File: src/design/feeder_pkg.sv
`default_nettype none

package feeder_pkg;

	localparam int DATA_W    = 16;
	localparam int NUM_SLOTS = 4;              // row slots in the line buffer
	localparam int SLOT_W    = 2;
	localparam int POS_W     = 8;              // 256 words per slot
	localparam int ADDR_W    = SLOT_W + POS_W;
	localparam int DIM_W     = 8;
	localparam int CHAN_W    = 4;
	localparam int KERNEL    = 3;
	localparam int CNT_W     = 3;              // complete rows, 0 to 4

	localparam logic [1:0] K_LAST = 2'(KERNEL - 1);

	// writer fsm codes
	localparam logic [1:0] W_IDLE = 2'd0;      // at a row boundary
	localparam logic [1:0] W_FILL = 2'd1;      // row partly written
	localparam logic [1:0] W_FULL = 2'd2;

	// reader fsm codes
	localparam logic [1:0] R_IDLE  = 2'd0;
	localparam logic [1:0] R_WAIT  = 2'd1;     // waiting on complete rows
	localparam logic [1:0] R_SWEEP = 2'd2;

	typedef struct packed {
		logic [SLOT_W-1:0] slot;
		logic [POS_W-1:0]  pos;
	} buf_field_t;

	// slot/pos view for address generation, flat view for the ram
	typedef union packed {
		logic [ADDR_W-1:0] flat;
		buf_field_t        f;
	} buf_addr_u;

endpackage

`default_nettype wire

File: src/design/feeder_ram_if.sv
`timescale 1ns/10ps
`default_nettype none

interface feeder_ram_if import feeder_pkg::*; ();

	logic              wr_en;
	buf_addr_u         wr_addr;
	logic [DATA_W-1:0] wr_data;
	buf_addr_u         rd_addr;
	logic [DATA_W-1:0] rd_data;    // valid the cycle after rd_addr

	modport writer (
		output wr_en, wr_addr, wr_data
	);

	modport reader (
		output rd_addr
	);

	modport ram (
		input  wr_en, wr_addr, wr_data, rd_addr,
		output rd_data
	);

endinterface

`default_nettype wire

File: src/design/row_writer.sv
`timescale 1ns/10ps
`default_nettype none

module row_writer import feeder_pkg::*; (
	input  logic              clk,
	input  logic              rst,
	input  logic              i_valid,
	input  logic [DATA_W-1:0] i_data,
	input  logic [DIM_W-1:0]  i_in_cols,
	input  logic [CHAN_W-1:0] i_chans,
	input  logic              i_release,
	input  logic [1:0]        i_release_cnt,
	output logic [CNT_W-1:0]  o_rows_avail,
	output logic              o_ram_full,
	feeder_ram_if.writer      ram
);

	logic [1:0]              state;
	logic [1:0]              state_next;
	logic [POS_W-1:0]        wr_pos;     // word position inside the current row
	logic [SLOT_W-1:0]       tail;       // slot being filled
	logic [DIM_W+CHAN_W-1:0] row_len;
	logic                    wr_fire;
	logic                    row_end;
	logic                    row_done;
	logic [CNT_W-1:0]        rows_next;
	buf_addr_u               waddr;

	assign row_len  = i_in_cols * i_chans;
	assign wr_fire  = i_valid && (state != W_FULL); // dropped while full
	assign row_end  = ({{CHAN_W{1'b0}}, wr_pos} == row_len - 1'b1);
	assign row_done = wr_fire && row_end;
	assign o_ram_full = (state == W_FULL);

	// a completed row and a release can land on the same edge
	always_comb begin
		rows_next = o_rows_avail;
		if (row_done) begin
			rows_next = rows_next + 1'b1;
		end
		if (i_release) begin
			rows_next = rows_next - {1'b0, i_release_cnt};
		end
	end

	always_comb begin
		state_next = state;
		case (state)
			W_IDLE, W_FILL: if (wr_fire) begin
				state_next = row_end ? W_IDLE : W_FILL;
			end
			W_FULL: if (i_release) begin
				state_next = W_IDLE;    // position is already back at zero
			end
			default: state_next = W_IDLE;
		endcase
		if (rows_next == CNT_W'(NUM_SLOTS)) begin
			state_next = W_FULL;
		end
	end

	always_ff @(posedge clk) begin
		if (rst) begin
			state        <= W_IDLE;
			wr_pos       <= '0;
			tail         <= '0;
			o_rows_avail <= '0;
		end else begin
			state        <= state_next;
			o_rows_avail <= rows_next;
			if (wr_fire) begin
				if (row_end) begin
					wr_pos <= '0;
					tail   <= tail + 1'b1;  // wraps over the four slots
				end else begin
					wr_pos <= wr_pos + 1'b1;
				end
			end
		end
	end

	always_comb begin
		waddr.f.slot = tail;
		waddr.f.pos  = wr_pos;
	end

	assign ram.wr_en   = wr_fire;
	assign ram.wr_addr = waddr;
	assign ram.wr_data = i_data;

endmodule

`default_nettype wire

File: src/flat_wrapper.sv
// flat-port wrapper written by rule: the top's interface ports become plain ports
module row_writer_flat import feeder_pkg::*;
  (clk, rst, i_valid, i_data, i_in_cols, i_chans, i_release, i_release_cnt, o_rows_avail, o_ram_full, ram_wr_en, ram_wr_addr, ram_wr_data);
  feeder_ram_if ram_i ();
  input  logic clk;
  input  logic rst;
  input  logic i_valid;
  input  logic [DATA_W-1:0] i_data;
  input  logic [DIM_W-1:0] i_in_cols;
  input  logic [CHAN_W-1:0] i_chans;
  input  logic i_release;
  input  logic [1:0] i_release_cnt;
  output logic [CNT_W-1:0] o_rows_avail;
  output logic o_ram_full;
  output wire logic [$bits(ram_i.wr_en)-1:0] ram_wr_en;
  output wire logic [$bits(ram_i.wr_addr)-1:0] ram_wr_addr;
  output wire logic [$bits(ram_i.wr_data)-1:0] ram_wr_data;
  assign ram_wr_en = ram_i.wr_en;
  assign ram_wr_addr = ram_i.wr_addr;
  assign ram_wr_data = ram_i.wr_data;
  row_writer u_core (.clk(clk), .rst(rst), .i_valid(i_valid), .i_data(i_data), .i_in_cols(i_in_cols), .i_chans(i_chans), .i_release(i_release), .i_release_cnt(i_release_cnt), .o_rows_avail(o_rows_avail), .o_ram_full(o_ram_full), .ram(ram_i));
endmodule
File: config.mk
export PLATFORM = sky130hd
export DESIGN_NAME = row_writer_flat
export DESIGN_NICKNAME = d
export VERILOG_FILES = /design/src/design/feeder_pkg.sv /design/src/design/feeder_ram_if.sv /design/src/design/row_writer.sv /design/src/flat_wrapper.sv
export SDC_FILE = /design/constraint.sdc
export NUM_CORES = 1
export LEC_CHECK = 0
export BUFFER_PORTS_ARGS = -buffer_cell sky130_fd_sc_hd__buf_4
export CORE_ASPECT_RATIO = 0.7
export CORE_MARGIN = 2
export CORE_UTILIZATION = 42
export CTS_CLUSTER_SIZE = 16
export DETAILED_ROUTE_END_ITERATION = 6
export PLACE_DENSITY = 0.79
export SKIP_CTS_REPAIR_TIMING = 1
export SYNTH_ARGS = -nofsm -noshare
export SYNTH_HDL_FRONTEND = slang
export SYNTH_SLANG_ARGS = --single-unit
export TNS_END_PERCENT = 30
File: constraint.sdc
create_clock -name clk -period 10.1 [get_ports clk]
set_clock_uncertainty 0.2 [all_clocks]
set_input_delay 3.03 -clock clk [delete_from_list [all_inputs] [get_ports clk]]
set_output_delay 3.03 -clock clk [all_outputs]
set_load 0.02 [all_outputs]
; ---- Yosys cells after proc, flatten, opt, wreduce, memory -nomap -nowiden
; Cells that the tools add are included.
[totals]
register_bits = 15
inputBits = 34
out_inout_bits = 31
word_cells = 36
[classes]
addsub = 5
mul = 1
eq_ne = 9
n_mux = 8
n_reduce_logical = 8
[ops]
columns = cell, n
row1 = $eq A8 B12 Y1, 1
row2 = $mul A8 B4 Y12, 1
row3 = $sub A12 B1 Y12 const B, 1
row4 = $add A8 B1 Y8 const B, 1
row5 = $mux W8, 1
row6 = $mux W2, 3
row7 = $mux W3, 2
row8 = $reduce_and A2 Y1, 3
row9 = $ne A2 B2 Y1 const B, 2
row10 = $pmux W2 S2, 1
row11 = $reduce_or A2 Y1, 2
row12 = $add A3 B1 Y3 const B, 1
row13 = $eq A3 B3 Y1 const B, 1
row14 = $ne A3 B1 Y1 const B, 1
row15 = $ne A3 B2 Y1 const B, 1
row16 = $sub A3 B2 Y3, 1
row17 = $add A2 B1 Y2 const B, 1
row18 = $eq A2 B1 Y1 const B, 1
row19 = $eq A2 B2 Y1 const B, 1
row20 = $logic_and A1 B1 Y1, 2
row21 = $logic_not A2 Y1, 1
row22 = $ne A2 B1 Y1 const B, 1
row23 = $mux W1, 1

; ---- Depth between registers and ports, before layout
; Gate-level depths: netlist of the first run.
[depth]
word_depth = 10
ltp_mapped = 26
ltp_nobuf = 23

; ---- Worst setup path before layout of the first run
; OpenSTA, ideal clock, no wires.
[synth_path]
path_type = input-to-reg
start = input i_chans[3]
end = register u_core.state[1]
setup_time_ns = 0.086
arrival_time_ns = 8.258
t_required_ns = 9.814
setup_slack_ns = 1.557
path_stages = 26
path_buffers = 3
path_cell_list = clkbuf_1 nand2_1 ha_1 fa_1 inv_1 fa_1 ha_1 buf_6 a21o_1 a311o_1 o211ai_2 nand3_2 a2111oi_4 and4bb_4 buf_12 xnor2_4 ha_1 inv_1 fa_1 nor2b_1 xnor2_1 nor4_1 and2_1 nor3_1 o21ai_0 a211oi_1
[synth_between]
elab_chain_cells = 10
word_cells_on_any_way = 12
cone_classes = add/sub (2) / mul (1) / eq/ne (4) / mux (3) / reduce/logical (2)
[synth_rtl]
columns = element, line
row1 = start: declaration, flat_wrapper.sv:10  ; input logic [CHAN_W-1:0] i_chans;
row2 = $mul A8 B4 Y12 *, row_writer.sv:29  ; assign row_len = i_in_cols * i_chans;
row3 = $sub A12 B1 Y12 *, row_writer.sv:31  ; assign row_end = ({{CHAN_W{1'b0}}, wr_pos} == row_len - 1'b1);
row4 = $eq A8 B12 Y1 *, row_writer.sv:31
row5 = $logic_and A1 B1 Y1 *, row_writer.sv:32  ; assign row_done = wr_fire && row_end;
row6 = $mux W3 *, row_writer.sv:38  ; if (row_done) begin
row7 = $sub A3 B2 Y3, row_writer.sv:42  ; rows_next = rows_next - {1'b0, i_release_cnt};
row8 = $mux W3 *, row_writer.sv:41  ; if (i_release) begin
row9 = $eq A3 B3 Y1 *, row_writer.sv:57  ; if (rows_next == CNT_W'(NUM_SLOTS)) begin
row10 = $ne A3 B1 Y1 (no source line) or $ne A3 B2 Y1 (tied branches), n/a
row11 = $reduce_and A2 Y1 (no source line), n/a
row12 = end signal: assignment, row_writer.sv:69  ; state <= state_next;
row13 = end: declaration, row_writer.sv:18  ; logic [1:0] state;
; Mark *: on every way between the ends. The rest lies on a longest branch, timed or not.
; A chain may end at the register's enable or synchronous reset.

; ---- Final worst setup path of the first run
; Ends and elaborated chain as after synthesis.

==> metrics.csv, run 1 <==
metric;value;unit
status;complete, no violations;
vias_per_cell;5.19;
fmax;115;MHz
cts_tree;done;
grt_max_degree;16;
p_leak;1.08;nW
crit_arrival;8.64;ns
cp_max_fo;11;
cts_root_buf;clkbuf_8;
rows;21;
layoutNonFillerInstCount;343;
crit_chain;buf_4 > nand2_1 > ha_1 > fa_1 > inv_1 > fa_1 > ha_1 > a21o_1 > a311o_1 > o211ai_2 > nand3_2 > a2111oi_4 > and4bb_4 > mux2_2 > fa_1 > nor2b_1 > xnor2_1 > nor4_1 > and2_1 > nor3_1 > o21ai_0 > a211oi_1;
nets;350;
max-vdd-ir-drop;47.2;uV
cp-end-kind;flop;
drc;0;
worst_slack;1.43;ns
final_hold_viol_count;0;
cts_buffer_depth;2;
place_inst;339;
dp_slack;1.25;ns
power;0.353;mW
yosys_warnings;0;
synth-async-reset-ratio;0;%
clk_latency;0.25;ns
synth-seq-cells;15;
ant_nets;0;
gp_congestion;0.870;
fin_tns_setup;0;ns
cp-start-kind;input port;
drv_slew;0;
postSynthCellCount;263;
drv_cap;0;
wl_per_cell;13.4;um
grt_util_all_layers;16.5;%
die-area;5810;um^2
num_vias;1779;
setup_violations;0;
placed_area;2330;um^2
antenna_found_initial;0;
grt_pass1_vias;1699;
synth_edf_count;0;
tightest_slew;0.631;ns
syn2layout_area_growth;8.87;%
path_clk_slew;0.06;ns
drt_iter0_markers;117;
power_density;148;nW/um^2
path_common_cell;fa_1;
ys_seq_area_share;13.7;%
worst_r2r_startpoint;u_core.wr_pos[2];
core_region_area;4890;um^2
worstPathRequired;10.07;ns
initial_core_util;44.7;%
cts_buffers;3;
grt.overflow.total;0;
synth_ff_type;dfxtp_1;
cp_slowest_cell;fa_1;
path_delay_family;adder cells;
synth_cell_type_count;46;
grt_pass1_wl;7780;um
die_h;64.4;um
crit_start;i_chans[3];
cpPeakStageDelay;0.55;ns
drive_above_1_share;16.4;%
n_antenna_cell;0;
fin_area;2380;um^2
postSynthAreaPerCell;8.31;um^2
crit_buf_inv;2;
synth_fp_nets;338;
hp-start;u_core.tail[1];
dieWidth;90.2;um
rsz0062_at_grt;false;
ios;65;
slew_headroom;57.7;%
totalWireLength;4590;um
dp_hpwl;3780;um
syn_area;2190;um^2
dr.pass1.iters;4;
critical_path_class;input port to flop;
cts_max_level;1;
period_minus_slack;8.67;ns
min-delay-path-class;flop to flop;
finalCritPeriodShare;85.9;%
portBuffers;32;
clock_sinks;15;
-- power by group --
group	leakage, nW	switching, mW	internal, mW
clock network	0.0255	0.0219	0.0273
logic	0.934	0.138	0.0995
registers	0.122	0.00393	0.0625
total	1.08	0.164	0.189
-- cell usage after synthesis (all sizes together) (4+ instances only) --
cell,n,area (um^2)
dfxtp,15,300
xnor2,15,150
buf,19,156
xor2,10,87.6
and2,9,56.3
nand2,33,124
nor3,14,70.1
nand4,4,25.0
a21oi,8,43.8
fa,14,280
nand3,5,30.0
ha,27,338
inv,22,82.6
clkbuf,6,22.5
a211oi,6,50.1
nor2,15,56.3
o21ai,12,60.1
-- sequential cells by signal (all words and copies together), names as in the netlist --
register and flops:
u_core.wr_pos 8, u_core.o_rows_avail 3, u_core.state 2, u_core.tail 2
-- logic make-up after synthesis --
group	after synthesis	share of synthesized area [%]
AO/OA/AOI/OAI	41	13.7
AND/OR/NAND/NOR	93	20.9
flip-flops	15	13.7
buffers and inverters	47	12.0
XOR/XNOR	25	10.9
adder cells (fa/ha/maj)	41	28.3
multiplexers	1	0.515
-- per-stage QoR --
stage / hold WS [ns] / util (%)
after global placement: 0.307 / 47.7
after global routing: 0.411 / 48.7
after CTS: 0.354 / 48.7
after detailed placement: 0.324 / 47.7
final: 0.346 / 48.7
after floorplan: 0.311 / -
-- placed cells by master (no fill, tap or decap), types with 2 or more instances in the layout --
master / count
nand3_1: 4
clkbuf_8: 3
ha_1: 27
o21ai_0: 12
and2_1: 9
buf_4: 32
xnor2_1: 14
nor3_1: 14
nor4_1: 2
nand2b_1: 2
o21a_1: 3
fa_1: 14
a21oi_1: 7
nor2_1: 15
nor2b_1: 3
nand2_1: 33
a21o_1: 2
a211oi_1: 5
dfxtp_1: 15
nand4_1: 4
xor2_1: 10
inv_1: 22
-- cell type report --
cell class | instances | area, um^2
clock inverters | 1 | 5.00
inverters | 22 | 82.6
repair buffers | 32 | 240
well taps | 69 | 86.3
clock buffers | 3 | 41.3
fillers | 481 | 2510
multi-input cells | 201 | 1620
flip-flops and latches | 15 | 300
-- metal layers --
layer | share of wire, % | routed length (um) | track usage (%)
met1 | 51 | 2320 | 24.9
met2 | 43 | 1960 | 24.3
met3 | 6.1 | 280 | 3.77
met4 | 0.74 | 34 | 2.31
met5 | 0 | 0 | 0
-- worst register-to-register path: cells and delay by family, from the launching register on --
family	cells	cell delay (ns)
simple gates	7	1.63
compound gates	3	0.79
mux	1	0.40
fa+ha+maj	1	0.39
flops	1	0.37
xor+xnor	2	0.35
-- worst paths after layout --
kind	endpoint	slack [ns]	cells after the start
worst max-delay path	u_core.state[1]	1.43	22
worst min-delay path	u_core.tail[1]	0.35	2
worst max register to register	u_core.state[1]	5.90	14
worst min register to register	u_core.tail[1]	0.35	2
(Power assumes the default switching activity.)
==> run 2: changes to the inputs <==
--- a/config.mk
+++ b/config.mk
@@ -12,8 +12,9 @@
 export CTS_CLUSTER_SIZE = 16
 export DETAILED_ROUTE_END_ITERATION = 6
 export PLACE_DENSITY = 0.79
+export REMOVE_ABC_BUFFERS = 1
 export SKIP_CTS_REPAIR_TIMING = 1
 export SYNTH_ARGS = -nofsm -noshare
 export SYNTH_HDL_FRONTEND = slang
 export SYNTH_SLANG_ARGS = --single-unit
-export TNS_END_PERCENT = 30
+export TNS_END_PERCENT = 50
==> metrics.csv, run 2 (synthesis gave the netlist of run 1 again) <==
metric;value;unit;change
clock_sinks;15;;unchanged
crit_arrival;8.64;ns;about the same
p_leak;1.08;nW;about the same
cp_max_fo;11;;unchanged
cts_buffer_depth;2;;unchanged
min-delay-path-class;flop to flop;;unchanged
critical_path_class;input port to flop;;unchanged
ios;65;;unchanged
grt_pass1_vias;1745;;was 1699
grt.overflow.total;0;;unchanged
die-area;5810;um^2;unchanged
cts_tree;done;;unchanged
clk_latency;0.25;ns;about the same
final_common_cell;nand2_1;;unchanged
top_layer;met4;;unchanged
fmax;115;MHz;about the same
antenna_found_initial;0;;unchanged
internal-power;0.190;mW;was 0.189 mW
worstPathRequired;10.07;ns;about the same
final_hold_viol_count;0;;unchanged
rsz0062_at_grt;false;;unchanged
largest_reg_flops;8;;unchanged
fillers;469;;was 481
dieWidth;90.2;um;unchanged
drv_cap;0;;unchanged
nets;350;;unchanged
ant_nets;0;;unchanged
syn2layout_area_growth;8.82;%;was 8.87%
cp_slowest_cell;fa_1;;unchanged
n_antenna_cell;0;;unchanged
vias_per_cell;5.27;;was 5.19
path_clk_slew;0.06;ns;about the same
period_minus_slack;8.67;ns;about the same
combPwrFrac;66.8;%;was 67.3%
regMostFlops;u_core.wr_pos;;unchanged
die_h;64.4;um;unchanged
drive_above_1_share;16.1;%;was 16.4%
core_region_area;4890;um^2;unchanged
wl_per_cell;13.5;um;was 13.4 um
drt_iter0_markers;184;;was 117
path_common_cell;fa_1;;unchanged
tightest_slew;0.585;ns;was 0.631 ns
totalWireLength;4640;um;was 4590 um
grt_pass1_wl;7940;um;was 7780 um
p_seq_share;19.1;%;was 18.8%
power_density;147;nW/um^2;was 148 nW/um^2
cts_root_buf;clkbuf_8;;unchanged
fin_tns_setup;0;ns;unchanged
layout_common_cells;nand2_1 (33), buf_4 (32), ha_1 (27), inv_1 (22);;unchanged
portBuffers;32;;unchanged
route.met2.wl;1930;um;was 1960 um
drv_slew;0;;unchanged
cpPeakStageDelay;0.53;ns;was 0.55 ns
gp_congestion;0.854;;was 0.870
p_sw_share;45.6;%;was 46.4%
cts_max_level;1;;unchanged
wl_met3;441;um;was 280 um
max-vdd-ir-drop;44.2;uV;was 47.2 uV
power;0.349;mW;was 0.353 mW
crit_chain;buf_4 > nand2_1 > ha_1 > fa_1 > inv_1 > fa_1 > ha_1 > a21o_1 > a311o_1 > o211ai_2 > nand3_2 > a2111oi_4 > and4bb_4 > mux2_2 > fa_1 > nor2b_1 > xnor2_1 > nor4_1 > and2_1 > nor3_1 > o21ai_0 > a211oi_1;;unchanged
dr.pass1.iters;4;;unchanged
cp-end-kind;flop;;unchanged
status;complete, no violations;;unchanged
setup_violations;0;;unchanged
num_vias;1806;;was 1779
clkPwrFrac;14.1;%;was 13.9%
grt_util_all_layers;16.3;%;was 16.5%
initial_core_util;44.7;%;unchanged
grt_max_degree;16;;unchanged
rows;21;;unchanged
cts_buffers;3;;unchanged
switching_power;0.159;mW;was 0.164 mW
largestRegisters;u_core.wr_pos x8, u_core.o_rows_avail x3;;unchanged
slew_headroom;60.9;%;was 57.7%
cp-start-kind;input port;;unchanged
finalCritPeriodShare;85.8;%;was 85.9%
dp_hpwl;3790;um;was 3780 um
drc;0;;unchanged
wl_met1;2240;um;was 2320 um
## run 2: cell types whose count changed in the layout (fill, tap and decap cells not counted)
cell      change
clkbuf_1      +1
clkinv_2      -1
## run 2: worst paths after layout
| check | endpoint | startpoint | cells after the start | slack, ns |
|---|---|---|---|---|
| worst min register to register | u_core.tail[1] | u_core.tail[1] | 2 | 0.32 |
| worst max-delay path | u_core.state[1] | i_chans[3] | 22 | 1.43 |
| worst max register to register | u_core.state[1] | u_core.wr_pos[1] | 14 | 5.85 |
| worst min-delay path | u_core.tail[1] | u_core.tail[1] | 2 | 0.32 |
## run 2: layer usage
layer  global-route usage (%)  vias up
li1                         -      897
met2                     24.6       77
met4                     3.08        0
met1                     22.1      828
met3                     6.49        4
met5                        0        -
## run 2: final cells by class
type | count | area, um^2 | share of cell area [%]
multi-input combinational | 201 | 1620 | 68.3
sequential | 15 | 300 | 12.6
timing repair buffer | 32 | 240 | 10.1
tap | 69 | 86.3 | 3.63
inverter | 22 | 82.6 | 3.47
clock buffer | 4 | 45.0 | 1.89
## run 2: power by group through the flow
stage / logic [mW] / registers [mW] / clock network, mW
floorplan: 0.179 / 0.0696 / 0
global placement: 0.226 / 0.0678 / 0
detailed placement: 0.231 / 0.0678 / 0
CTS: 0.233 / 0.0665 / 0.0497
global route: 0.261 / 0.0668 / 0.0514
finish: 0.233 / 0.0665 / 0.0492
## run 2: through the flow
stage / cell area, um^2 / hold WS, ns / worst slack, ns / util [%] / cells
after floorplan: 2010 / 0.311 / 1.77 / - / 238
after global placement: 2330 / 0.307 / 1.41 / 47.7 / 339
after detailed placement: 2330 / 0.308 / 1.26 / 47.7 / 339
after CTS: 2380 / 0.326 / 1.45 / 48.7 / 343
after global routing: 2380 / 0.390 / 1.05 / 48.7 / 343
final: 2380 / 0.317 / 1.43 / 48.7 / 343
## run 2: worst max-delay path: cells and delay by family
family                   cells  cell delay, ns
adder cells (fa/ha/maj)      5            2.11
AO/OA/AOI/OAI                6            1.49
XOR/XNOR                     1            0.17
AND/OR/NAND/NOR              7            1.26
multiplexers                 1            0.40
buffers and inverters        2            0.18
==> run 3: changes to the inputs <==
--- a/config.mk
+++ b/config.mk
@@ -11,6 +11,8 @@
 export CORE_UTILIZATION = 42
 export CTS_CLUSTER_SIZE = 16
 export DETAILED_ROUTE_END_ITERATION = 6
+export GPL_TIMING_DRIVEN = 0
+export HOLD_SLACK_MARGIN = 0.03
 export PLACE_DENSITY = 0.79
 export REMOVE_ABC_BUFFERS = 1
 export SKIP_CTS_REPAIR_TIMING = 1
==> metrics.csv, run 3 (synthesis gave the netlist of run 1 again) <==
metric;value;unit;change
antenna_found_initial;0;;unchanged
portBuffers;32;;unchanged
rows;21;;unchanged
slew_headroom;57.5;%;was 60.9%
cts_buffer_depth;2;;unchanged
fmax;116;MHz;was 115 MHz
largest_reg_flops;8;;unchanged
ant_nets;0;;unchanged
dr.pass1.iters;4;;unchanged
cts_tree;done;;unchanged
critical_path_class;input port to flop;;unchanged
totalWireLength;4570;um;was 4640 um
layoutNonFillerInstCount;343;;unchanged
drive_above_1_share;16.4;%;was 16.1%
regMostFlops;u_core.wr_pos;;unchanged
final_common_cell;nand2_1;;unchanged
tightest_slew;0.635;ns;was 0.585 ns
core_region_area;4890;um^2;unchanged
syn2layout_area_growth;8.87;%;was 8.82%
cts_max_level;1;;unchanged
largestRegisters;u_core.wr_pos x8, u_core.o_rows_avail x3;;unchanged
status;complete, no violations;;unchanged
place_inst;339;;unchanged
gp_congestion;0.836;;was 0.854
drv_slew;0;;unchanged
dp_hpwl;3720;um;was 3790 um
setup_violations;0;;unchanged
drt_iter0_markers;102;;was 184
drc;0;;unchanged
grt_max_degree;16;;unchanged
wl_per_cell;13.3;um;was 13.5 um
ios;65;;unchanged
cp_max_fo;11;;unchanged
final_hold_viol_count;0;;unchanged
fin_tns_setup;0;ns;unchanged
die-area;5810;um^2;unchanged
power_density;145;nW/um^2;was 147 nW/um^2
initial_core_util;44.7;%;unchanged
grt_util_all_layers;16.5;%;was 16.3%
dieWidth;90.2;um;unchanged
path_clk_slew;0.06;ns;about the same
layout_common_cells;nand2_1 (33), buf_4 (32), ha_1 (27), inv_1 (22);;unchanged
cp-end-kind;flop;;unchanged
finalCritPeriodShare;85.6;%;was 85.8%
nets;350;;unchanged
fillers;465;;was 469
rsz0062_at_grt;false;;unchanged
grt_pass1_vias;1674;;was 1745
cts_buffers;3;;unchanged
grt_pass1_wl;7890;um;was 7940 um
cp-start-kind;input port;;unchanged
worstPathRequired;10.07;ns;about the same
min-delay-path-class;flop to flop;;unchanged
period_minus_slack;8.65;ns;was 8.67 ns
drv_cap;0;;unchanged
n_antenna_cell;0;;unchanged
vias_per_cell;5.23;;was 5.27
p_leak;1.08;nW;about the same
clk_latency;0.24;ns;was 0.25 ns
num_vias;1794;;was 1806
cts_root_buf;clkbuf_8;;unchanged
crit_arrival;8.61;ns;was 8.64 ns
grt.overflow.total;0;;unchanged
clock_sinks;15;;unchanged
max-vdd-ir-drop;51.3;uV;was 44.2 uV
die_h;64.4;um;unchanged
## run 3: cell count changes in the layout (fill, tap and decap cells not counted), sizes merged
cell | before | now
clkbuf | 4 | 3
clkinv | 0 | 1
## run 3: cell type report
type,instances,area [um^2],area share (%)
flip-flops and latches,15,300,12.6
well taps,69,86.3,3.63
multi-input cells,201,1620,68.2
inverters,22,82.6,3.47
clock buffers,3,41.3,1.74
clock inverters,1,5.00,0.210
repair buffers,32,240,10.1
## run 3: metal layers
metal | wire length, um | up-vias | GRT usage [%]
li1 | - | 896 | -
met1 | 2270 | 844 | 23.6
met2 | 1980 | 52 | 24.6
met3 | 314 | 2 | 6.01
met4 | 12 | 0 | 1.73
met5 | 0 | - | 0
## run 3: final timing paths
check,start,endpoint,slack [ns],depth (start not counted)
worst min-delay path,u_core.tail[1],u_core.tail[1],0.32,2
worst min register to register,u_core.tail[1],u_core.tail[1],0.32,2
worst max register to register,u_core.wr_pos[1],u_core.state[1],5.95,14
worst max-delay path,i_chans[3],u_core.state[1],1.45,22
## run 3: where the power goes
part / internal (mW) / switching (mW)
Sequential: 0.0625 / 0.00403
Clock: 0.0273 / 0.0212
Combinational: 0.0988 / 0.131
Total: 0.189 / 0.156
## run 3: critical path, stage by stage
cell and delay (ns):
buf_4 0.13, nand2_1 0.06, ha_1 0.31, fa_1 0.53
inv_1 0.06, fa_1 0.49, ha_1 0.36, a21oi_1 0.31
a21oi_1 0.17, o21ai_0 0.17, o211ai_1 0.17, a2111oi_4 0.45
and4bb_4 0.43, mux2_2 0.40, fa_1 0.39, nor2b_1 0.15
xnor2_1 0.16, nor4_1 0.06, and2_1 0.19, nor3_1 0.25
o21ai_0 0.13, a211oi_1 0.20
## run 3: stage by stage
| stage | util (%) | instance area, um^2 | power, mW | worst slack (ns) | hold WS, ns |
|---|---|---|---|---|---|
| 6_report | 48.7 | 2380 | 0.345 | 1.45 | 0.322 |
| 5_1_grt | 48.7 | 2380 | 0.379 | 1.10 | 0.358 |
| 4_1_cts | 48.7 | 2380 | 0.346 | 1.50 | 0.330 |
| 3_5_place_dp | 47.7 | 2330 | 0.296 | 1.27 | 0.311 |
| 3_3_place_gp | 47.7 | 2330 | 0.290 | 1.27 | 0.293 |
| 2_1_floorplan | - | 2010 | 0.248 | 1.77 | 0.311 |
