--- src/design/feeder_pkg.sv ---
`default_nettype none

package feeder_pkg;

	localparam int DATA_W    = 16;
	localparam int NUM_SLOTS = 4;              // row slots in the line buffer
	localparam int SLOT_W    = 2;
	localparam int POS_W     = 8;              // 256 words per slot
	localparam int ADDR_W    = SLOT_W + POS_W;
	localparam int DIM_W     = 8;
	localparam int CHAN_W    = 4;
	localparam int KERNEL    = 3;
	localparam int CNT_W     = 3;              // complete rows, 0 to 4

	localparam logic [1:0] K_LAST = 2'(KERNEL - 1);

	// writer fsm codes
	localparam logic [1:0] W_IDLE = 2'd0;      // at a row boundary
	localparam logic [1:0] W_FILL = 2'd1;      // row partly written
	localparam logic [1:0] W_FULL = 2'd2;

	// reader fsm codes
	localparam logic [1:0] R_IDLE  = 2'd0;
	localparam logic [1:0] R_WAIT  = 2'd1;     // waiting on complete rows
	localparam logic [1:0] R_SWEEP = 2'd2;

	typedef struct packed {
		logic [SLOT_W-1:0] slot;
		logic [POS_W-1:0]  pos;
	} buf_field_t;

	// slot/pos view for address generation, flat view for the ram
	typedef union packed {
		logic [ADDR_W-1:0] flat;
		buf_field_t        f;
	} buf_addr_u;

endpackage

`default_nettype wire

--- src/design/feeder_ram_if.sv ---
`timescale 1ns/10ps
`default_nettype none

interface feeder_ram_if import feeder_pkg::*; ();

	logic              wr_en;
	buf_addr_u         wr_addr;
	logic [DATA_W-1:0] wr_data;
	buf_addr_u         rd_addr;
	logic [DATA_W-1:0] rd_data;    // valid the cycle after rd_addr

	modport writer (
		output wr_en, wr_addr, wr_data
	);

	modport reader (
		output rd_addr
	);

	modport ram (
		input  wr_en, wr_addr, wr_data, rd_addr,
		output rd_data
	);

endinterface

`default_nettype wire

--- src/design/window_reader.sv ---
`timescale 1ns/10ps
`default_nettype none

module window_reader import feeder_pkg::*; (
	input  logic              clk,
	input  logic              rst,
	input  logic              i_start,
	input  logic              i_stride2,
	input  logic [DIM_W-1:0]  i_in_cols,
	input  logic [DIM_W-1:0]  i_in_rows,
	input  logic [CHAN_W-1:0] i_chans,
	input  logic [CNT_W-1:0]  i_rows_avail,
	output logic              o_release,
	output logic [1:0]        o_release_cnt,
	output logic              o_data_valid,
	output logic              o_frame_done,
	feeder_ram_if.reader      ram
);

	logic [1:0]              state;
	logic [DIM_W-1:0]        out_r;      // output row
	logic [DIM_W-1:0]        out_c;      // output column
	logic [1:0]              kr;
	logic [1:0]              kc;
	logic [CHAN_W-1:0]       ch;
	logic [SLOT_W-1:0]       head;       // slot of the first row still held
	logic [DIM_W-1:0]        row_last;
	logic [DIM_W-1:0]        col_last;
	logic                    rd_fire;
	logic                    ch_end;
	logic                    kc_end;
	logic                    kr_end;
	logic                    col_end;
	logic                    last_row;
	logic                    row_end;
	logic                    frame_end;
	logic [DIM_W-1:0]        in_col;
	logic [DIM_W+CHAN_W-1:0] pos_full;
	buf_addr_u               raddr;

	// output count minus one, (in - 3) / s
	assign row_last = (i_in_rows - DIM_W'(KERNEL)) >> i_stride2;
	assign col_last = (i_in_cols - DIM_W'(KERNEL)) >> i_stride2;

	assign rd_fire   = (state == R_SWEEP);   // one read per cycle while sweeping
	assign ch_end    = (ch == i_chans - 1'b1);
	assign kc_end    = ch_end && (kc == K_LAST);
	assign kr_end    = kc_end && (kr == K_LAST);
	assign col_end   = kr_end && (out_c == col_last);
	assign last_row  = (out_r == row_last);
	assign row_end   = rd_fire && col_end;
	assign frame_end = row_end && last_row;

	// stride rows are freed per output row, the whole window on the last one
	assign o_release     = row_end;
	assign o_release_cnt = last_row ? 2'(KERNEL) : {i_stride2, ~i_stride2};

	assign in_col   = (out_c << i_stride2) + {{(DIM_W-2){1'b0}}, kc};
	assign pos_full = in_col * i_chans + ch;

	always_comb begin
		raddr.f.slot = head + kr;   // head already carries r*s
		raddr.f.pos  = pos_full[POS_W-1:0];
	end

	assign ram.rd_addr = raddr;

	always_ff @(posedge clk) begin
		if (rst) begin
			state        <= R_IDLE;
			out_r        <= '0;
			out_c        <= '0;
			kr           <= '0;
			kc           <= '0;
			ch           <= '0;
			head         <= '0;
			o_data_valid <= 1'b0;
			o_frame_done <= 1'b0;
		end else begin
			o_data_valid <= rd_fire;    // matches the ram read latency
			o_frame_done <= frame_end;
			if (o_release) begin
				head <= head + o_release_cnt;
			end
			case (state)
				R_IDLE: if (i_start) begin
					state <= R_WAIT;
					out_r <= '0;
					out_c <= '0;
					kr    <= '0;
					kc    <= '0;
					ch    <= '0;
				end
				R_WAIT: if (i_rows_avail >= CNT_W'(KERNEL)) begin
					state <= R_SWEEP;
				end
				R_SWEEP: begin
					if (ch_end) begin
						ch <= '0;
						kc <= kc_end ? 2'd0 : kc + 1'b1;
					end else begin
						ch <= ch + 1'b1;
					end
					if (kc_end) begin
						kr <= kr_end ? 2'd0 : kr + 1'b1;
					end
					if (kr_end) begin
						out_c <= col_end ? '0 : out_c + 1'b1;
					end
					// end of an output row, recheck rows before the next
					if (col_end) begin
						out_r <= out_r + 1'b1;
						state <= last_row ? R_IDLE : R_WAIT;
					end
				end
				default: state <= R_IDLE;
			endcase
		end
	end

endmodule

`default_nettype wire

--- src/flat_wrapper.sv ---
// flat-port wrapper written by rule: the top's interface ports become plain ports
module window_reader_flat import feeder_pkg::*;
  (clk, rst, i_start, i_stride2, i_in_cols, i_in_rows, i_chans, i_rows_avail, o_release, o_release_cnt, o_data_valid, o_frame_done, ram_rd_addr);
  feeder_ram_if ram_i ();
  input  logic clk;
  input  logic rst;
  input  logic i_start;
  input  logic i_stride2;
  input  logic [DIM_W-1:0] i_in_cols;
  input  logic [DIM_W-1:0] i_in_rows;
  input  logic [CHAN_W-1:0] i_chans;
  input  logic [CNT_W-1:0] i_rows_avail;
  output logic o_release;
  output logic [1:0] o_release_cnt;
  output logic o_data_valid;
  output logic o_frame_done;
  output wire logic [$bits(ram_i.rd_addr)-1:0] ram_rd_addr;
  assign ram_rd_addr = ram_i.rd_addr;
  window_reader u_core (.clk(clk), .rst(rst), .i_start(i_start), .i_stride2(i_stride2), .i_in_cols(i_in_cols), .i_in_rows(i_in_rows), .i_chans(i_chans), .i_rows_avail(i_rows_avail), .o_release(o_release), .o_release_cnt(o_release_cnt), .o_data_valid(o_data_valid), .o_frame_done(o_frame_done), .ram(ram_i));
endmodule
--- config.mk ---
export PLATFORM = sky130hd
export DESIGN_NAME = window_reader_flat
export DESIGN_NICKNAME = d
export VERILOG_FILES = /design/src/design/feeder_pkg.sv /design/src/design/feeder_ram_if.sv /design/src/design/window_reader.sv /design/src/flat_wrapper.sv
export SDC_FILE = /design/constraint.sdc
export NUM_CORES = 1
export LEC_CHECK = 0
export ABC_AREA = 1
export BUFFER_PORTS_ARGS = -buffer_cell sky130_fd_sc_hd__buf_4
export CAP_MARGIN = 20
export CORE_MARGIN = 2
export CORE_UTILIZATION = 42
export CTS_BUF_LIST = sky130_fd_sc_hd__clkbuf_8
export DETAILED_ROUTE_END_ITERATION = 8
export PLACE_DENSITY = 0.68
export SETUP_SLACK_MARGIN = 0.1
export SYNTH_ARGS = -nofsm -noshare
export SYNTH_HDL_FRONTEND = slang
export SYNTH_SLANG_ARGS = --single-unit
--- constraint.sdc ---
create_clock -name clk -period 6.58 [get_ports clk]
set_input_delay 0.658 -clock clk [delete_from_list [all_inputs] [get_ports clk]]
set_output_delay 0.658 -clock clk [all_outputs]
set_load 0.05 [all_outputs]
## Yosys cells after proc, flatten, opt, wreduce, memory -nomap -nowiden

Index checks and enable logic that the tools add are counted.

- Flip-flop bits (word level): 30
- Latch bits: 0
- Bits in writable memories: 0
- Bits in read-only memories: 0
- Input bits: 27
- Output and inout port bits: 15
- Logic and storage cells: 75
- Memories: 0

- Add/sub/neg operators: 12
- Multipliers: 1
- Div/mod/pow operators: 0
- Magnitude comparators: 1
- Eq/ne operators: 13
- Shift operators: 3
- Muxes and demuxes: 22
- Bitwise gates (word level): 1
- Reductions and logical operators: 13

Operators by type and width:

| cell | count |
|---|---|
| 8-bit 2-to-1 mux | 4 |
| 8-bit case mux with 2 select lines | 2 |
| 2-bit 2-to-1 mux | 9 |
| 8-bit by 1-bit adder with 8-bit output, second input constant | 2 |
| 8-bit equality test | 2 |
| 8-bit by 1-bit right shift with 8-bit output | 2 |
| 8-bit by 2-bit subtractor with 8-bit output, second input constant | 2 |
| 3-bit AND reduction | 5 |
| 2-bit != test, second input constant | 5 |
| 8-bit by 2-bit adder with 8-bit output | 1 |
| 8-bit by 4-bit adder with 8-bit output | 1 |
| 8-bit by 4-bit multiplier with 8-bit output | 1 |
| 4-bit 2-to-1 mux | 2 |
| 2-bit case mux with 2 select lines | 2 |
| 4-bit case mux with 2 select lines | 1 |
| 8-bit by 1-bit << shifter with 8-bit output | 1 |
| 2-bit equality test, second input constant | 3 |
| 2-bit case mux with 3 select lines | 1 |
| 1-bit logical AND | 5 |
| 2-bit by 1-bit adder with 2-bit output, second input constant | 2 |
| 2-bit adder | 2 |
| 4-bit by 1-bit adder with 4-bit output, second input constant | 1 |
| 4-bit equality test | 1 |
| 4-bit by 1-bit subtractor with 4-bit output, second input constant | 1 |
| other kinds (8) | 8 |

## Longest topological paths before layout

Gate-level depths: netlist of the first run.

- Word-level depth: 8
- Gate-level depth with buffers: 29
- Mapped depth without buffers: 27

## Least setup slack after synthesis of the first run

Ideal clock, no wire load.

- Path kind: in2out
- Start: input port i_stride2
- End: output port ram_rd_addr[7]
- Arrival time: 5.205 ns
- Data required time: 5.922 ns
- Path slack: 0.717 ns
- Cell stages on the path: 26
- Path buffers: 3
- Cell sequence: buf_6 > buf_6 > buf_2 > o21ai_0 > inv_1 > ha_1 > a21oi_1 > nor2_4 > xor2_1 > nand2_1 > fa_1 > fa_1 > inv_1 > ha_1 > ha_1 > a21oi_1 > o21ai_0 > nand2_1 > nand2_1 > a21oi_1 > xnor2_1 > xor2_1 > inv_1 > nand2_1 > nand2_1 > inv_1

- Cells in the longest elaborated chain, start to end: 4

RTL lines:

| item | line | RTL |
|---|---|---|
| from (decl) | flat_wrapper.sv:8 | `input logic i_stride2;` |
| 8-bit by 1-bit << shifter with 8-bit output | window_reader.sv:58 | `assign in_col = (out_c << i_stride2) + {{(DIM_W-2){1'b0}}, kc};` |
| 8-bit by 2-bit adder with 8-bit output | window_reader.sv:58 |  |
| 8-bit by 4-bit multiplier with 8-bit output | window_reader.sv:59 | `assign pos_full = in_col * i_chans + ch;` |
| 8-bit by 4-bit adder with 8-bit output | window_reader.sv:59 |  |
| to (decl) | flat_wrapper.sv:17 | `output wire logic [$bits(ram_i.rd_addr)-1:0] ram_rd_addr;` |

No other way between the ends.

## Final worst setup path of the first run

Same ends and word-level chain as after synthesis.

==> flow_summary.toml, run 1 <==
[outcome]
status = "finished, final reports clean"

[yosys]
yosys.cell_types.count = 40
synth_top_area_frac = 0.168
syn-cell-area_um2 = 3570
async_reset_ff_frac = 0
synthTopCellsByArea = "dfxtp_1 17%, nand2_1 16%, inv_1 8.9%, ha_1 8.4%, nand3_1 8.0%"
yosysSeqAreaShare = 0.168
synthCells = 567
yosys.area.top_type = "dfxtp_1"
ys.flop_type = "dfxtp_1"
synth-edff-count = 0
avgSynthCellArea_um2 = 6.30
synth_fp_nets = 630
ys_ff_latch = 30
yosysWarnings = 0

[route]
drc = 0
drtIter0Drc = 148
drt_pass1_iterations = 4
antenna_left = 0
wire_per_inst_um = 11.1
vias = 3516
vias_per_cell = 4.95
drt_wl_total_mm = 7.88

[finish]
nets = 668
final_common_cell = "nand2_1"
n_antenna_cell = 0
drive_gt1_frac = 0.135
syn_to_final_growth_pct = 12.9
fin_util = 0.491
layout_common_cells = "149 x nand2_1, 85 x inv_1, 60 x nor2_1, 57 x nand3_1, 42 x buf_4"
final_cells = 711

[floorplan]
die_w_um = 96.2
initial_core_util = 0.435
core_area_um2 = 8220
dieArea_um2 = 9260
die-height_um = 96.2
ios = 42
rows = 33

[run]
drv_cap = 0

[cts]
insertion_delay_ns = 0.28
h-tree-depth = 2
clkTransAtPathRegs_ns = 0.06
post_cts_resized = 0
cts_setup_buffers = 0
cts.sinks = 30
hold_buffers = 0
cts_tree = "yes"
root_buffer = "clkbuf_8"
clockBufferDepth = 2
cts_made_buffers = 5

[global_route]
grt_pass1_wl_mm = 13.7
grt_util_met2 = 0.327
gr-total-overflow = 0
grt_max_degree = 35
first_global_vias = 3281
grtUsageMet3 = 0.0227
grt_util_all_layers = 0.181
top_usage_layer = "met2"
antenna_found_initial = 0
grt_use_met1 = 0.227

[placement]
port_buffers = 41
hpwlAfterDp_mm = 6.38
place.gp.congestion = 0.837
place_inst = 703

[hold_path]
holdPathEnd = "u_core.out_c[0]$_SDFFE_PP0P_"
hold_start = "u_core.out_c[0]$_SDFFE_PP0P_"
hold_path.class = "reg2reg"
hold_depth = 2

[power_and_ir_drop]
power.leakage_nw = 1.96
total_power_mw = 0.645
worst_ir_drop_vdd_mv = 0.127
power_density_nw_per_um2 = 160

[setup_path]
cp_max_fo = 4
reg2reg_slack_ns = 4.38
arrival_ns = 5.19
crit_type = "in2out"
crit_path_end_kind = "primary output"
cp-start-kind = "input pin"
r2r_start = "u_core.state[0]$_SDFFE_PP0P_"
r2r-end = "u_core.out_c[7]$_SDFFE_PP0P_"
required_ns = 5.92
r2r_cells = 10

[timing]
finalCritPeriodShare = 0.889
hold_violations = 0
slew_headroom = 0.640
worstMarginPinSlew_ns = 0.538
setup-tns-final_ns = 0
slew_violations = 0
fin_skew_ns = 0.00886
rsz0062_at_grt = "no"
finalSetupViolations = 0
finalWorstPathRequiredPeriod_ns = 5.85
fmax_mhz = 171
registers in the layout, indices dropped and copies added (netlist names):
signal,count
u_core.o_frame_done,1
u_core.o_data_valid,1
u_core.out_r,8
u_core.head,2
u_core.kr,2
u_core.state,2
u_core.out_c,8
u_core.ch,4
u_core.kc,2
cell usage after synthesis (2+ instances only):
library cell  instances
nand2_1             149
inv_1                85
nor2_1               60
nand3_1              57
dfxtp_1              30
ha_1                 24
a21oi_1              23
xor2_1               18
o21ai_0              17
nand4_1              13
fa_1                 12
xnor2_1              12
inv_2                 8
nor3_1                6
nand2_2               5
nand3b_1              5
buf_6                 4
o21ai_2               4
a211oi_1              3
buf_2                 3
nor2_2                3
and2_1                2
buf_4                 2
nor2_4                2
o21ai_1               2
or2_1                 2
or2_2                 2
xnor2_2               2
where the power goes:
group / total, mW / internal [mW] / switching (mW) / leakage, nW
Clock: 0.158 / 0.0840 / 0.0739 / 0.0472
Sequential: 0.199 / 0.190 / 0.00850 / 0.242
Combinational: 0.289 / 0.0928 / 0.196 / 1.67
worst max-delay path by stage:
stage | endpoint | slack [ns] | start
final | ram_rd_addr[7] | 0.73 | i_stride2
after CTS | ram_rd_addr[7] | 0.73 | i_stride2
after detailed placement | ram_rd_addr[7] | 0.74 | i_stride2
after global placement | ram_rd_addr[7] | 0.87 | i_stride2
after global routing | ram_rd_addr[7] | 0.27 | i_stride2
after floorplan | ram_rd_addr[7] | 0.72 | i_stride2
worst max-delay path, cell delays in order:
cell,delay (ns)
buf_4,0.12
o21ai_0,0.30
inv_1,0.09
ha_1,0.28
a21oi_1,0.27
nor2_4,0.08
xor2_1,0.26
nand2_1,0.11
fa_1,0.47
fa_1,0.54
inv_1,0.04
ha_1,0.28
ha_1,0.36
a21oi_1,0.15
o21ai_0,0.14
nand2_1,0.09
nand2_1,0.05
a21oi_1,0.15
xnor2_1,0.15
xor2_1,0.21
inv_1,0.07
nand2_1,0.07
nand2_1,0.05
inv_1,0.04
buf_4,0.18
metal layers:
metal	up-vias	routed length, µm
met5	-	0
met4	0	29
met3	2	268
met2	45	3820
met1	1600	3760
li1	1869	-
cells by family (layout without fill, tap and decap cells):
family                     after synthesis  count (layout)  synth area share
AOI/OAI and AO/OA                       53              53            0.0862
xor gates and xnor gates                33              33            0.0872
adders and majority gates               36              36             0.151
buffers and inverters                  104             143             0.121
DFF                                     30              30             0.168
and+or+nand+nor                        311             311             0.386
area by class of cell:
type                    count  area [µm²]
clock inverters             2        12.5
well taps                 105         131
fillers                   852        4190
clock buffers               6        82.6
repair buffers             42         315
inverters                  93         349
multi-input cells         433        2540
flip-flops and latches     30         601
per-stage QoR:
stage                     setup WS (ns)  cell area (µm²)  hold WS [ns]
after global routing              0.275             4030         0.515
after CTS                         0.729             4030         0.488
final                             0.731             4030         0.491
after global placement            0.874             3940         0.469
after detailed placement          0.737             3940         0.478
after floorplan                   0.717             3570         0.458
Note: power is estimated with default switching activity, not from simulation.
==> inputs of run 2 (changes only) <==
- ABC_AREA: 1 -> unset
- PLACE_DENSITY: 0.68 -> 0.67
==> flow_summary.toml, run 2 <==
[outcome]
status = "finished, final reports clean"

[route]
drtIter0Drc = 213
vias_per_cell = 5.78
drc = 0
vias = 3635
antenna_left = 0
drt_wl_total_mm = 9.25
wire_per_inst_um = 14.7
drt_pass1_iterations = 4

[run]
drv_cap = 0

[cts]
root_buffer = "clkbuf_8"
h-tree-depth = 2
cts.sinks = 30
clockBufferDepth = 2
cts_made_buffers = 5
insertion_delay_ns = 0.27
cts_tree = "yes"
clkTransAtPathRegs_ns = 0.06

[power_and_ir_drop]
seqPwrFrac = 0.359
p_switching_mw = 0.188
comb_power_share = 0.362
power_density_nw_per_um2 = 125
sw_frac_of_total = 0.354
worst_ir_drop_vdd_mv = 0.118
p_int_mw = 0.343
clockPowerShare = 0.279
power.leakage_nw = 1.70

[yosys]
yosysSeqAreaShare = 0.157
yosys.cell_types.count = 64
synth-edff-count = 0
syn-cell-area_um2 = 3820
synthCells = 502
synth_fp_nets = 565
ys.flop_type = "dfxtp_1"
ys_ff_latch = 30
yosys.area.top_type = "dfxtp_1"
avgSynthCellArea_um2 = 7.61
yosysWarnings = 0
yosysMostFrequentCell = "nand2_1"
synth_top_area_frac = 0.157
synthTopCellsByArea = "dfxtp_1 16%, ha_1 7.9%, xnor2_1 6.9%, fa_1 6.3%, nand2_1 4.1%"
synthTopCellsByCount = "42 x nand2_1, 40 x nor2_1, 33 x inv_1"
async_reset_ff_frac = 0

[timing]
finalWorstPathRequiredPeriod_ns = 6.06
slew_headroom = 0.430
setup-tns-final_ns = 0
fmax_mhz = 165
finalSetupViolations = 0
fin_skew_ns = 0.00692
slew_violations = 0
rsz0062_at_grt = "no"
worstMarginPinSlew_ns = 0.853
finalCritPeriodShare = 0.921
hold_violations = 0

[floorplan]
core_area_um2 = 8760
die_w_um = 99.4
initial_core_util = 0.436
rows = 34
ios = 42
die-height_um = 99.4
dieArea_um2 = 9870

[placement]
place.gp.congestion = 0.834
place_inst = 621
hpwlAfterDp_mm = 7.18
port_buffers = 41

[finish]
n_antenna_cell = 0
layout_common_cells = "45 x buf_4, 42 x nand2_1, 40 x nor2_1, 34 x inv_1"
final_common_cell = "buf_4"
final_cells = 629
drive_gt1_frac = 0.121
nets = 583
largestRegisters = "u_core.out_c x8, u_core.out_r x8, u_core.ch x4"
syn_to_final_growth_pct = 11.2

[setup_path]
required_ns = 5.92
cp-start-kind = "input pin"
crit_type = "in2out"
cp_max_fo = 6
crit_path_end_kind = "primary output"
arrival_ns = 5.40

[global_route]
first_global_vias = 3308
gr-total-overflow = 0
grt_util_all_layers = 0.190
grt_max_degree = 51
grtUsageMet3 = 0.0134
antenna_found_initial = 0
top_usage_layer = "met2"
grt_pass1_wl_mm = 16.0
grt_use_met1 = 0.290
grt_util_met2 = 0.298

[hold_path]
hold_path.class = "reg2reg"
-- run 2: stage by stage --
stage / util / setup slack (ns) / power (mW) / hold WS [ns] / instance area, µm²
floorplan: - / 0.172 / 0.334 / 0.472 / 3830
global placement: 0.473 / 0.619 / 0.381 / 0.487 / 4150
detailed placement: 0.473 / 0.455 / 0.386 / 0.502 / 4150
CTS: 0.484 / 0.448 / 0.534 / 0.512 / 4240
global route: 0.484 / 0.107 / 0.565 / 0.530 / 4250
finish: 0.484 / 0.521 / 0.531 / 0.508 / 4250
-- run 2: worst max-delay path: stages --
cell and delay, ns:
buf_4 0.14, nor2b_1 0.12, ha_1 0.17, inv_1 0.05, fa_1 0.40, xor2_1 0.33, nand2_1 0.12, fa_1 0.47
fa_1 0.51, fa_1 0.51, inv_1 0.04, ha_1 0.32, nor2b_1 0.14, o21ai_0 0.23, a21oi_1 0.13, o21ai_0 0.17
nand2b_1 0.09, xnor2_1 0.18, xnor2_1 0.15, xnor3_2 0.26, buf_4 0.20
-- run 2: worst paths after layout --
| kind | slack, ns | depth (start not counted) | from | endpoint |
|---|---|---|---|---|
| worst max register to register | 3.52 | 8 | u_core.out_c[6]$_SDFFE_PP0P_ | u_core.out_r[7]$_SDFFE_PP0P_ |
| worst max-delay path | 0.52 | 21 | i_stride2 | ram_rd_addr[7] |
| worst min-delay path | 0.51 | 2 | u_core.out_r[7]$_SDFFE_PP0P_ | u_core.out_r[7]$_SDFFE_PP0P_ |
| worst min register to register | 0.51 | 2 | u_core.out_r[7]$_SDFFE_PP0P_ | u_core.out_r[7]$_SDFFE_PP0P_ |
-- run 2: layer usage --
layer | routed length [µm] | up-vias
li1 | - | 1843
met1 | 4690 | 1712
met2 | 4150 | 78
met3 | 375 | 2
met4 | 40 | 0
met5 | 0 | -
-- run 2: cells by family (layout without fill, tap and decap cells) --
| logic type | after synthesis | in the layout | synth area share |
|---|---|---|---|
| flops | 30 | 30 | 0.157 |
| buf+inv | 67 | 86 | 0.0701 |
| xor+xnor | 45 | 45 | 0.114 |
| fa+ha+maj | 36 | 36 | 0.142 |
| compound gates | 110 | 110 | 0.209 |
| simple gates | 205 | 205 | 0.284 |
| mux | 9 | 9 | 0.0242 |
-- run 2: cell type report --
cell class | count | area [µm²]
Clock buffer | 6 | 82.6
Clock inverter | 2 | 8.76
Fill cell | 891 | 4520
Inverter | 33 | 124
Multi-Input combinational cell | 405 | 2960
Sequential cell | 30 | 601
Tap cell | 108 | 135
Timing Repair Buffer | 45 | 338
-- run 2: repair_timing --
action,4_1_cts,5_1_grt
endpoints found under the hold margin,0,0
endpoints found under the setup margin,0,1
gates resized for setup,0,1
setup buffers,0,0
hold buffers,0,0
-- run 2: power by group through the flow --
stage | Clock, mW | Combinational, mW | Sequential [mW]
floorplan | 0 | 0.141 | 0.193
global route | 0.162 | 0.212 | 0.191
global placement | 0 | 0.187 | 0.194
detailed placement | 0 | 0.191 | 0.194
CTS | 0.151 | 0.192 | 0.190
finish | 0.148 | 0.192 | 0.191
==> inputs of run 3 (changes only) <==
- CORE_UTILIZATION: 42 -> 50
- PLACE_DENSITY: 0.67 -> 0.77
==> flow_summary.toml, run 3 (synthesis results as in run 2) <==
[finish]
seq_area_um2 = 601
layout_common_cells = "44 x buf_4, 42 x nand2_1, 40 x nor2_1, 34 x inv_1"
syn_to_final_growth_pct = 10.7
final_common_cell = "buf_4"
fin_area_um2 = 4230
nets = 582
final_cells = 619
n_antenna_cell = 0
largestRegisters = "u_core.out_c x8, u_core.out_r x8, u_core.ch x4"
fin_util = 0.577
n_fill_cell = 688
multiInputGateArea_um2 = 2960
drive_gt1_frac = 0.119

[timing]
setup-tns-final_ns = 0
fmax_mhz = 165
finalSetupViolations = 0
fin_skew_ns = 0.00298
finalWorstSetupSlack_ns = 0.520
finalWorstPathRequiredPeriod_ns = 6.06
rsz0062_at_grt = "no"
worstMarginPinSlew_ns = 0.987
slew_violations = 0
finalCritPeriodShare = 0.921
fin_hold_ws_ns = 0.515
hold_violations = 0
slew_headroom = 0.341

[cts]
cts.sinks = 30
root_buffer = "clkbuf_8"
cts_made_buffers = 5
clkTransAtPathRegs_ns = 0.06
cts_tree = "yes"
clockBufferDepth = 2
cts_setup_buffers = 0
h-tree-depth = 2
insertion_delay_ns = 0.28

[global_route]
first_global_vias = 3509
grt_max_degree = 54
grt_pass1_wl_mm = 16.0
antenna_found_initial = 0
gr-total-overflow = 0
grt_util_all_layers = 0.227

[floorplan]
initial_core_util = 0.521
core_area_um2 = 7330
rows = 31
dieArea_um2 = 8350
ios = 42
die-height_um = 91.4
die_w_um = 91.4

[power_and_ir_drop]
worst_ir_drop_vdd_mv = 0.0911
total_power_mw = 0.531
power_density_nw_per_um2 = 126
power.leakage_nw = 1.69

[outcome]
status = "finished, final reports clean"

[placement]
hpwlAfterDp_mm = 7.10
port_buffers = 41
place.gp.congestion = 0.888
pre_cts_slack_ns = 0.498
place_area_um2 = 4130
place_inst = 611

[route]
vias = 3662
drt_wl_total_mm = 9.19
drt_pass1_iterations = 5
vias_per_cell = 5.92
wire_per_inst_um = 14.8
drtIter0Drc = 203
drc = 0
antenna_left = 0

[setup_path]
cp-start-kind = "input pin"
cp_max_fo = 53
required_ns = 5.92
crit_family = "adder cells"
slowest_stage = "fa_1"
timing.critical_path.buf_inv = 4
crit_chain = "buf_4, buf_4, nand2b_1, and2_1, xor2_1, nand2_1, fa_1, fa_1, fa_1, inv_1, ha_1, nor2b_1, o21ai_0, a21oi_1, o21ai_0, nand2b_1, xnor2_1, xnor2_1, xnor3_2, buf_4"
crit_type = "in2out"
arrival_ns = 5.40
worst_path_largest_cell_delay_ns = 0.52
crit_path_end_kind = "primary output"

[run]
drv_cap = 0

[hold_path]
hold_path.class = "reg2reg"
==> run 3: cell count changes in the layout (fill, tap and decap cells not counted) <==
cell   previous run  this run
buf_4            45        44
==> run 3: final cells by class <==
cell class                      count  share of cell area
Inverter                           33              0.0293
Multi-Input combinational cell    405               0.700
Clock buffer                        6              0.0195
Timing Repair Buffer               44              0.0782
Clock inverter                      2             0.00207
Sequential cell                    30               0.142
Tap cell                           99              0.0293
==> run 3: per-layer routing <==
metal | vias up | wire length (µm) | track usage
met5 | - | 0 | 0
met4 | 0 | 143 | 0.0694
met3 | 16 | 391 | 0.0274
met2 | 81 | 4130 | 0.354
met1 | 1723 | 4520 | 0.327
li1 | 1842 | - | -
==> run 3: worst min-delay path, cell delays in order (launching register included) <==
cell and delay [ns]:
dfxtp_1 0.34, o31ai_1 0.07, a21oi_1 0.05
==> run 3: path summary, 6_finish.rpt <==
| path | to | slack [ns] | cells past startpoint | from |
|---|---|---|---|---|
| hold reg to reg | u_core.out_r[7]$_SDFFE_PP0P_ | 0.52 | 2 | u_core.out_r[7]$_SDFFE_PP0P_ |
| setup / recovery | ram_rd_addr[7] | 0.52 | 20 | i_stride2 |
| setup reg to reg | u_core.out_r[7]$_SDFFE_PP0P_ | 3.55 | 8 | u_core.out_c[6]$_SDFFE_PP0P_ |
| hold / removal | u_core.out_r[7]$_SDFFE_PP0P_ | 0.52 | 2 | u_core.out_r[7]$_SDFFE_PP0P_ |
==> run 3: where the power goes <==
| part | leakage, nW | switching (mW) | total (mW) | internal (mW) |
|---|---|---|---|---|
| sequential | 0.242 | 0.00535 | 0.190 | 0.185 |
| combinational | 1.40 | 0.116 | 0.191 | 0.0745 |
| clock | 0.0524 | 0.0673 | 0.150 | 0.0826 |
==> run 3: repair_timing <==
| item | in CTS | in global routing |
|---|---|---|
| hold buffers | 0 | 0 |
| endpoints found under the setup margin | 0 | 1 |
| resized for setup | 0 | 1 |
